### config.mk
export PLATFORM = sky130hd
export DESIGN_NAME = cache_system
export DESIGN_NICKNAME = d
export VERILOG_FILES = /design/src/design/cache_pkg.sv /design/src/design/bus_pkg.sv /design/src/design/biu.sv /design/src/design/cache_array.sv /design/src/design/cache_driver.sv /design/src/design/cache_system.sv
export SDC_FILE = /design/constraint.sdc
export NUM_CORES = 2
export LEC_CHECK = 0
export BUFFER_PORTS_ARGS = -buffer_cell sky130_fd_sc_hd__buf_2
export CAP_MARGIN = 20
export CELL_PAD_IN_SITES_DETAIL_PLACEMENT = 1
export CELL_PAD_IN_SITES_GLOBAL_PLACEMENT = 1
export CORE_MARGIN = 10
export CORE_UTILIZATION = 55
export CTS_CLUSTER_DIAMETER = 80
export DETAILED_ROUTE_END_ITERATION = 7
export PLACE_DENSITY = 0.82
export SETUP_SLACK_MARGIN = 0.2
export SYNTH_ARGS = -nofsm -noshare
export SYNTH_HDL_FRONTEND = slang
export SYNTH_SLANG_ARGS = --single-unit
### constraint.sdc
create_clock -name clk -period 13.6 [get_ports clk]
set_clock_uncertainty 0.1 [all_clocks]
set_input_delay 4.08 -clock clk [delete_from_list [all_inputs] [get_ports clk]]
set_output_delay 4.08 -clock clk [all_outputs]
set_load 0.02 [all_outputs]
### src/design/cache_pkg.sv
package cache_pkg;

    localparam int DATA_WIDTH   = 32;
    localparam int ADDR_WIDTH   = 32;
    localparam int LINE_BYTES   = 16;
    localparam int LINE_WIDTH   = LINE_BYTES * 8;
    localparam int OFFSET_WIDTH = $clog2(LINE_BYTES);

    // one host data word.
    typedef logic [DATA_WIDTH-1:0] word_t;

    // byte address as seen by the host and the memory.
    typedef logic [ADDR_WIDTH-1:0] addr_t;

    // one full cache line, word 0 in the lowest bits.
    typedef logic [LINE_WIDTH-1:0] line_t;

endpackage

### src/design/bus_pkg.sv
package bus_pkg;

    // line request from the cache driver to the bus unit.
    typedef struct packed {
        logic             en;
        logic             we;
        cache_pkg::addr_t addr;  // always line aligned.
        cache_pkg::line_t data;
    } line_req_t;

    // memory transaction issued by the bus unit.
    typedef struct packed {
        logic             req;
        logic             we;
        cache_pkg::addr_t addr;
        cache_pkg::line_t data;
    } mem_req_t;

    // memory answer, ack pulses for one cycle with the read line.
    typedef struct packed {
        logic             ack;
        cache_pkg::line_t data;
    } mem_rsp_t;

endpackage

### src/design/biu.sv
module biu import cache_pkg::*, bus_pkg::*; (
    input  logic      clk,
    input  logic      n_rst,
    input  line_req_t i_req,
    input  mem_rsp_t  i_mem,
    output logic      o_done,
    output line_t     o_line,
    output mem_req_t  o_mem
);

    typedef enum logic [1:0] {
        IDLE = 2'b00,
        REQ  = 2'b01,
        DONE = 2'b10
    } state_t;

    state_t state_q;
    logic   we_q;
    addr_t  addr_q;
    line_t  data_q;
    line_t  line_q;

    // done lasts one cycle, after which a held en starts the next request.
    always_ff @(posedge clk, negedge n_rst) begin
        if (!n_rst) begin
            state_q <= IDLE;
        end else begin
            case (state_q)
                IDLE:    if (i_req.en) state_q <= REQ;
                REQ:     if (i_mem.ack) state_q <= DONE;
                default: state_q <= IDLE;
            endcase
        end
    end

    always_ff @(posedge clk) begin
        if (state_q == IDLE && i_req.en) begin
            we_q   <= i_req.we;
            addr_q <= i_req.addr;
            data_q <= i_req.data;
        end
        if (state_q == REQ && i_mem.ack) begin
            line_q <= i_mem.data;  // read data, unused after a write-back.
        end
    end

    assign o_done = (state_q == DONE);
    assign o_line = line_q;

    assign o_mem.req  = (state_q == REQ);
    assign o_mem.we   = we_q;
    assign o_mem.addr = addr_q;
    assign o_mem.data = data_q;

    // the driver keeps en high for the whole memory transaction.
    a_req_latched: assert property (
        @(posedge clk) disable iff (!n_rst) o_mem.req |-> i_req.en
    );

endmodule

### src/design/cache_array.sv
module cache_array import cache_pkg::*; #(
    parameter int  CACHE_SIZE  = 256,
    localparam int INDEX_COUNT = CACHE_SIZE / LINE_BYTES,
    localparam int INDEX_WIDTH = $clog2(INDEX_COUNT),
    localparam int TAG_WIDTH   = ADDR_WIDTH - INDEX_WIDTH - OFFSET_WIDTH
) (
    input  logic                    clk,
    input  logic                    n_rst,
    input  logic                    i_re,
    input  logic                    i_we,
    input  logic                    i_fe,
    input  logic [OFFSET_WIDTH-1:0] i_offset,
    input  logic [INDEX_WIDTH-1:0]  i_index,
    input  logic [TAG_WIDTH-1:0]    i_tag,
    input  line_t                   i_fdata,
    input  word_t                   i_wdata,
    output logic                    o_valid,
    output logic                    o_dirty,
    output logic                    o_hit,
    output logic [TAG_WIDTH-1:0]    o_tag,
    output line_t                   o_vdata,
    output word_t                   o_rdata
);

    localparam int BYTE_BITS = $clog2(DATA_WIDTH / 8);
    localparam int SEL_WIDTH = OFFSET_WIDTH - BYTE_BITS;

    logic [TAG_WIDTH-1:0]   tag_mem [INDEX_COUNT];
    line_t                  data_mem [INDEX_COUNT];
    logic [INDEX_COUNT-1:0] valid_q;
    logic [INDEX_COUNT-1:0] dirty_q;

    logic [SEL_WIDTH-1:0]   word_sel;
    logic                   tag_match;
    logic                   word_we;

    assign word_sel  = i_offset[OFFSET_WIDTH-1:BYTE_BITS];  // byte bits inside a word are ignored.
    assign tag_match = valid_q[i_index] && (tag_mem[i_index] == i_tag);
    assign word_we   = i_we && tag_match;

    assign o_hit   = (i_re || i_we) && tag_match;
    assign o_valid = valid_q[i_index];
    assign o_dirty = dirty_q[i_index];
    assign o_tag   = tag_mem[i_index];
    assign o_vdata = data_mem[i_index];  // the line that a fill at this index would replace.
    assign o_rdata = data_mem[i_index][word_sel*DATA_WIDTH +: DATA_WIDTH];

    // a fill brings a clean copy, a word write makes it dirty.
    always_ff @(posedge clk, negedge n_rst) begin
        if (!n_rst) begin
            valid_q <= '0;
            dirty_q <= '0;
        end else if (i_fe) begin
            valid_q[i_index] <= 1'b1;
            dirty_q[i_index] <= 1'b0;
        end else if (word_we) begin
            dirty_q[i_index] <= 1'b1;
        end
    end

    always_ff @(posedge clk) begin
        if (i_fe) begin
            tag_mem[i_index]  <= i_tag;
            data_mem[i_index] <= i_fdata;
        end else if (word_we) begin
            data_mem[i_index][word_sel*DATA_WIDTH +: DATA_WIDTH] <= i_wdata;
        end
    end

    // the driver only fills in its miss state and only writes while idle.
    a_fill_not_write: assert property (
        @(posedge clk) disable iff (!n_rst) !(i_fe && i_we)
    );

endmodule

### src/design/cache_driver.sv
module cache_driver import cache_pkg::*, bus_pkg::*; #(
    parameter int CACHE_SIZE = 256
) (
    input  logic      clk,
    input  logic      n_rst,
    input  logic      i_re,
    input  logic      i_we,
    input  addr_t     i_addr,
    input  word_t     i_data,
    input  logic      i_biu_done,
    input  line_t     i_biu_line,
    output word_t     o_data,
    output logic      o_hit,
    output logic      o_busy,
    output line_req_t o_biu_req
);

    localparam int INDEX_WIDTH = $clog2(CACHE_SIZE / LINE_BYTES);
    localparam int TAG_WIDTH   = ADDR_WIDTH - INDEX_WIDTH - OFFSET_WIDTH;

    typedef enum logic [1:0] {
        IDLE   = 2'b00,
        MISS   = 2'b01,
        VICTIM = 2'b10
    } state_t;

    state_t                  state_q;
    state_t                  state_d;

    logic [OFFSET_WIDTH-1:0] req_offset;
    logic [INDEX_WIDTH-1:0]  req_index;
    logic [TAG_WIDTH-1:0]    req_tag;

    logic                    arr_we;
    logic                    arr_fe;
    logic                    arr_hit;
    logic                    arr_valid;
    logic                    arr_dirty;
    logic [TAG_WIDTH-1:0]    arr_tag;
    line_t                   arr_vdata;

    logic                    evict;
    line_t                   vdata_q;
    addr_t                   vaddr_q;

    assign req_offset = i_addr[OFFSET_WIDTH-1:0];
    assign req_index  = i_addr[OFFSET_WIDTH +: INDEX_WIDTH];
    assign req_tag    = i_addr[ADDR_WIDTH-1 -: TAG_WIDTH];

    assign arr_we = i_we && (state_q == IDLE);
    assign arr_fe = i_biu_done && (state_q == MISS);  // the fill lands on the done edge.
    assign evict  = arr_valid && arr_dirty;

    assign o_hit  = arr_hit;
    assign o_busy = (state_q != IDLE);

    assign o_biu_req.en   = (state_q != IDLE);
    assign o_biu_req.we   = (state_q == VICTIM);
    assign o_biu_req.addr = (state_q == VICTIM) ? vaddr_q : {req_tag, req_index, {OFFSET_WIDTH{1'b0}}};
    assign o_biu_req.data = vdata_q;

    always_comb begin
        state_d = state_q;
        case (state_q)
            IDLE:    if ((i_re || i_we) && !arr_hit) state_d = MISS;
            MISS:    if (i_biu_done) state_d = evict ? VICTIM : IDLE;
            VICTIM:  if (i_biu_done) state_d = IDLE;
            default: state_d = IDLE;
        endcase
    end

    always_ff @(posedge clk, negedge n_rst) begin
        if (!n_rst) begin
            state_q <= IDLE;
        end else begin
            state_q <= state_d;
        end
    end

    // old line and its address, taken before the fill overwrites them.
    always_ff @(posedge clk) begin
        if (arr_fe) begin
            vdata_q <= arr_vdata;
            vaddr_q <= {arr_tag, req_index, {OFFSET_WIDTH{1'b0}}};
        end
    end

    cache_array #(
        .CACHE_SIZE(CACHE_SIZE)
    ) i_cache_array (
        .clk      (clk),
        .n_rst    (n_rst),
        .i_re     (i_re),
        .i_we     (arr_we),
        .i_fe     (arr_fe),
        .i_offset (req_offset),
        .i_index  (req_index),
        .i_tag    (req_tag),
        .i_fdata  (i_biu_line),
        .i_wdata  (i_data),
        .o_valid  (arr_valid),
        .o_dirty  (arr_dirty),
        .o_hit    (arr_hit),
        .o_tag    (arr_tag),
        .o_vdata  (arr_vdata),
        .o_rdata  (o_data)
    );

    a_done_with_en: assert property (
        @(posedge clk) disable iff (!n_rst) i_biu_done |-> o_biu_req.en
    );

endmodule

### src/design/cache_system.sv
module cache_system import cache_pkg::*, bus_pkg::*; #(
    parameter int CACHE_SIZE = 256
) (
    input  logic     clk,
    input  logic     n_rst,
    input  logic     i_re,
    input  logic     i_we,
    input  addr_t    i_addr,
    input  word_t    i_data,
    input  mem_rsp_t i_mem,
    output word_t    o_data,
    output logic     o_hit,
    output logic     o_busy,
    output mem_req_t o_mem
);

    line_req_t biu_req;
    logic      biu_done;
    line_t     biu_line;

    cache_driver #(
        .CACHE_SIZE(CACHE_SIZE)
    ) i_cache_driver (
        .clk        (clk),
        .n_rst      (n_rst),
        .i_re       (i_re),
        .i_we       (i_we),
        .i_addr     (i_addr),
        .i_data     (i_data),
        .i_biu_done (biu_done),
        .i_biu_line (biu_line),
        .o_data     (o_data),
        .o_hit      (o_hit),
        .o_busy     (o_busy),
        .o_biu_req  (biu_req)
    );

    biu i_biu (
        .clk    (clk),
        .n_rst  (n_rst),
        .i_req  (biu_req),
        .i_mem  (i_mem),
        .o_done (biu_done),
        .o_line (biu_line),
        .o_mem  (o_mem)
    );

endmodule

# Word-level counts from Yosys, hierarchy flattened
# Memory sizes are Yosys's and may differ from the RTL's.
# Cells that the tools add are included.
# word_totals
regBits	477
mem_bits_rw	2432
in_bits	197
memories	2
# classes
addsub	1
n_lt_le_gt_ge	2
eq_ne	10
shift	3
muxes	150
n_bitwise	132
n_reduce_logical	19
# mem_list
name	depth	word_bits	read_ports	rd_ports_with_merged_regs	write_ports	line	text
i_cache_driver.i_cache_array.data_mem	16	128	1	0	1	cache_array.sv:29	line_t data_mem [INDEX_COUNT];
i_cache_driver.i_cache_array.tag_mem	16	24	1	0	1	cache_array.sv:28	logic [TAG_WIDTH-1:0] tag_mem [INDEX_COUNT];
# ops
operator	n
$mux W1	135
$mux W128	1
$or A1 B1 Y1	128
$shift A32 B34 Y128 const A	1
$shiftx A128 B8 Y32	1
$shiftx A32 B34 Y128	1
$neg A7 Y34	1
$mux W16	2
$mux W32	1
$or A16 B16 Y16	2
$eq A24 B24 Y1	1
$and A16 B16 Y16	1
$not A16 Y16	1
$mux W2	6
$logic_and A1 B1 Y1	10
$bmux W1 S4	2
$ne A2 B2 Y1 const B	4
$pmux W2 S3	1
$lt A4 B5 Y1 const B	1
$demux W1 S4	1
$eq A2 B1 Y1 const B	2
$eq A2 B2 Y1 const B	2
$ge A4 B1 Y1 const B	1
$logic_not A2 Y1	2
other kinds (7)	9

# Longest topological paths before layout
# depth
depth_word	8
depth_mapped	15

# Modules after synthesis
# A second synthesis with hierarchy kept.
# unflattened
cells_unflattened	4944
area_unflattened_um2	112509.2
# by_module_without_submodules
mod	n_inst	cells_per_inst	area_each_um2	seq_area_each_um2
cache_array	1	4438	98411.9	73830.8
biu	1	299	8789.7	8728.4
cache_driver	1	207	5307.6	4734.5

# Least setup slack after synthesis
# Ideal clock, no wire load.
# synth_path
path_kind	flip-flop to flip-flop
start	register i_cache_driver.state_q[0]
end	register i_biu.addr_q[10], enable pin
setup_time_ns	0.870
arrival_time_ns	11.062
required_ns	12.630
slack_ns	1.568
stages_incl_launch_ff	3
path_buffers	0
synth_period_minus_slack_ns	12.032
path_cell_list	dfrtp_1 -> nor2_1 -> nor3_1
# synth_between
elab_chain_len	2
# synth_rtl
element	line	text
start, declared	cache_driver.sv:27	state_t state_q;
start signal, assigned	cache_driver.sv:76	state_q <= state_d;
$reduce_bool A2 Y1	cache_driver.sv:57	assign o_biu_req.en = (state_q != IDLE);
$logic_and A1 B1 Y1	biu.sv:37	if (state_q == IDLE && i_req.en) begin
end signal, assigned	biu.sv:39	addr_q <= i_req.addr;
end, declared	biu.sv:19	addr_t addr_q;
# Every way passes these cells.
# A chain may end at the register's enable or synchronous reset.

# Worst setup path in the final report
# layout_path
start	input i_addr[5]
end	output o_hit
# layout_between
elab_chain_len	4
word_cells_on_any_way	6
cone_classes	eq/ne (1); mux (2); reduce/logical (2); memory (1)
# layout_rtl
element	line	text
start, declared	cache_system.sv:8	input addr_t i_addr,
$mem_v2 Z16 W24 or $bmux W1 S4 (tied branches)	--	
$eq A24 B24 Y1 or $mux W1 (tied branches)	cache_array.sv:38	assign tag_match = valid_q[i_index] && (tag_mem[i_index] == i_tag);
$logic_and A1 B1 Y1 *	cache_array.sv:38	
$logic_and A1 B1 Y1 *	cache_array.sv:41	assign o_hit = (i_re || i_we) && tag_match;
end, declared	cache_system.sv:12	output logic o_hit,
# Every way passes the cells marked *; elsewhere a longest branch is shown, timed or not. The select of a mux whose other input is x is not followed.

==> metrics.yaml <==
run_status:
  outcome: "complete, no violations"
yosys:
  synth_seq_cells: 2909
  synth_top_area_share_pct: 77.3
  synth_area_um2: 112000
  synth_edf_count: 2873
  yosysWarnings: 0
  synth_top_family_by_area: "multiplexers"
  postSynthAreaPerCell_um2: 22.8
  synth_compound_area_share_pct: 1.28
  synth_simple_gate_area_share_pct: 1.30
  async_flop_share_pct: 1.24
  synthTopCellsByArea: "edfxtp_1 (77%), mux4_2 (15%), mux2i_1 (2.1%)"
  synth_cell_types: 66
  synthMuxAreaShare_pct: 17.5
  synth_cells: 4896
  synth_fa_ha_area_share_pct: 0.0561
  yosys.area.top_type: "edfxtp_1"
  yosysSeqAreaShare_pct: 78.1
  synthXorXnorAreaFrac_pct: 0.212
  synth_top_flop_cell: "edfxtp_1"
timing:
  worst_pin_slew_ns: 1.20
  period_needed_ns: 12.73
  finalHoldViolCount: 0
  totalNegativeSetupSlack_ns: 0
  period_share_pct: 93.6
  finalSetupViolations: 0
  slew_violations: 0
  rsz0062_at_grt: "false"
  fmax_mhz: 78.5
  relSlewSlack_pct: 17.6
pwr:
  p_int_mw: 15.8
  power.total_mw: 21.3
  switching_share_pct: 25.9
  p_leak_nw: 41.3
  pwr_density_cell_nw_per_um2: 166
  switchingPower_mw: 5.51
  p_clk_share_pct: 38.6
  vdd_drop_max_mv: 0.172
  p_seq_share_pct: 50.8
  pwr-share-comb_pct: 10.7
finish:
  drive_gt1_share_pct: 33.4
  multi_input_area_um2: 23600
  final_util_pct: 63.4
  design_area_um2: 128000
  nets: 5788
  regArea_um2: 87200
  areaGrowthSynthToFinish_pct: 14.8
  fill_cells: 16078
clocking:
  postCtsSetupBuffers: 0
  numCtsBuffers: 304
  holdBufCountCts: 0
  cts_sinks: 2909
  htree_levels: 5
  path_clk_slew_ns: 0.06
  clock_latency_ns: 0.98
  cts_resized: 0
  root_buffer: "clkbuf_16"
  cts_tree: "yes"
  cts_buffer_depth: 4
route:
  post-route-drc-count: 0
  drt_wl_total_mm: 385
  drtIter0Drc: 11528
  routed_via_density: 7.14
  firstDrtPassIters: 8
  postRouteAntennaNets: 0
  num_vias: 60831
  top_layer: "met5"
  routedLengthMet1_mm: 120
  met2_length_mm: 181
  route.met3.wl_mm: 50.5
  wl_per_cell_um: 45.2
floorplanning:
  die_w_um: 470
  io_pins: 393
  die_area_um2: 221000
  die_y_um: 470
  core_um2: 202000
  start_util_pct: 55.2
  num_rows: 165
global_routing:
  grt_max_degree: 132
  antenna_found_initial: 60
  grt-ovfl-total: 0
  grt.total_usage_pct: 32.2
  grt_first_pass_wirelength_mm: 499
  grt_pass1_vias: 61093
min_path:
  hold_end: "i_biu.data_q[48]"
  holdCritPathClass: "flop to flop"
  min_path_cells: 0
  min-delay-start: "i_cache_driver.vdata_q[48]"
setup_path:
  ff2ff_path_depth: 9
  cp_data_required_time_ns: 9.42
  r2r_setup_slack_ns: 7.72
  cp_slowest_stage_delay_ns: 0.96
  worstSetupEndpointType: "primary output"
  startpoint_type: "input port"
  path_cells: "buf_8, and2_1, a22oi_1, a21o_1, a221oi_1, a31oi_1, nor2_1, nand4_1, nor4_1, buf_2"
  r2r-start: "i_cache_driver.i_cache_array.tag_mem[9][21]"
  critPathBufInv: 2
  crit_type: "input port to primary output"
  startpoint: "i_addr[5]"
  arrival_ns: 8.55
  critPathMaxFanout: 70
  slowest_stage: "nor4_1"
  reg2reg_to: "i_cache_driver.i_cache_array.data_mem[5][115]"
  path_delay_family: "simple AND/OR/NAND/NOR gates"
placed_design:
  placed_area_um2: 118000
  gp_congestion: 0.834
  hpwl_mm: 195
  port_buffers: 386
job:
  maxCapViolCount: 0
-- power by group through the flow --
stage | Clock [mW] | Combinational [mW] | Sequential (mW)
floorplan | 0 | 0.893 | 11.2
global placement | 0 | 1.96 | 10.9
detailed placement | 0 | 2.05 | 11.0
CTS | 8.12 | 2.10 | 10.8
global route | 8.58 | 2.33 | 10.8
finish | 8.21 | 2.28 | 10.8
-- registers in the layout (all words and copies together) (netlist names), named ones only --
name and cells:
i_biu.state_q 2, i_cache_driver.i_cache_array.tag_mem 384, i_biu.o_line 128, i_biu.addr_q 28
i_cache_driver.state_q 2, i_biu.data_q 128, i_cache_driver.vdata_q 128, i_cache_driver.i_cache_array.valid_q 16
i_cache_driver.i_cache_array.data_mem 2048, i_biu.we_q 1, i_cache_driver.vaddr_q 28
-- cell usage after synthesis, types with 6 or more instances --
master	n
clkbuf_1	139
mux2i_1	232
xor2_1	6
nor3_1	7
mux2_2	38
buf_1	29
nand3_1	14
xnor2_1	21
buf_2	52
edfxtp_1	2873
nand2_1	193
buf_6	16
nand4_1	6
a21oi_1	74
o22ai_1	6
mux4_2	742
inv_1	143
o21ai_0	40
dfrtp_1	36
nor2_1	34
or2_2	17
nor2b_1	11
o31ai_1	17
a22oi_1	27
a22o_1	7
buf_4	20
a31oi_1	9
-- how the worst max path moves through the flow --
stage | end | slack (ns) | depth (start not counted)
final | o_hit | 0.87 | 10
after CTS | o_hit | 1.08 | 10
after detailed placement | o_hit | 1.17 | 10
after floorplan | i_biu.addr_q[10] | 1.57 | 2
after global routing | o_hit | 0.80 | 10
after global placement | o_hit | 1.01 | 10
-- stage by stage --
step                hold slack, ns  setup WS (ns)  instances
floorplan                    0.300           1.57       4899
CTS                          0.302           1.08       8349
global placement             0.305           1.01       7833
global route                 0.311          0.796       8481
detailed placement           0.306           1.17       7837
finish                       0.306          0.866       8524
-- cells in the final DEF (no fill, tap or decap), types with 8 or more instances in the layout --
cell	Yosys	final
diode_2	0	60
a21oi_1	74	10
buf_12	0	13
mux4_2	742	742
bufinv_16	0	24
a21oi_4	0	64
inv_1	143	142
nand3_1	14	14
or2_2	17	17
buf_4	20	235
nor2_4	0	16
mux2i_2	1	8
mux2i_1	232	225
clkbuf_16	0	307
nor2b_1	11	10
clkinv_1	1	61
a31oi_1	9	9
nand2_1	193	193
mux2_2	38	38
edfxtp_1	2873	2873
clkbuf_1	139	59
o31ai_1	17	17
nor2_1	34	18
dfrtp_1	36	36
o21ai_0	40	40
clkinv_2	0	44
a22oi_1	27	27
xnor2_1	21	21
buf_2	52	381
-- worst reg2reg max path: stages (launching register included) --
cell and delay (ns):
edfxtp_1 0.38, mux2_1 0.32, o22ai_1 0.35, nor3_1 0.10
o41ai_1 0.79, nand2b_1 0.47, nor4_2 0.41, and4_2 1.02
buf_4 0.56, mux2i_1 1.04
-- kinds of logic (layout without fill, tap and decap cells) --
family                     after synthesis  in the layout
and+or+nand+nor                        316            316
adders and majority gates                5              5
AOI/OAI and AO/OA                      224            224
other                                    1             64
muxes                                 1014           1014
DFF                                   2909           2909
xor gates and xnor gates                27             27
buffers and inverters                  400           1293
-- cell type report --
| class | count | share of cell area [%] |
|---|---|---|
| clock buffers | 367 | 6.18 |
| flip-flops and latches | 2909 | 68.0 |
| clock inverters | 145 | 1.05 |
| well taps | 2672 | 2.61 |
| repair buffers | 637 | 3.19 |
| diodes | 60 | 0.117 |
| inverters | 144 | 0.428 |
| multi-input cells | 1590 | 18.4 |
-- per-layer routing --
layer | track usage (%) | vias to the layer above
met5 | 0 | -
met4 | 22.5 | 30
met3 | 8.48 | 1351
met2 | 49.7 | 6138
met1 | 40.0 | 31414
li1 | - | 21898
Power figures use the tool's default switching activity.
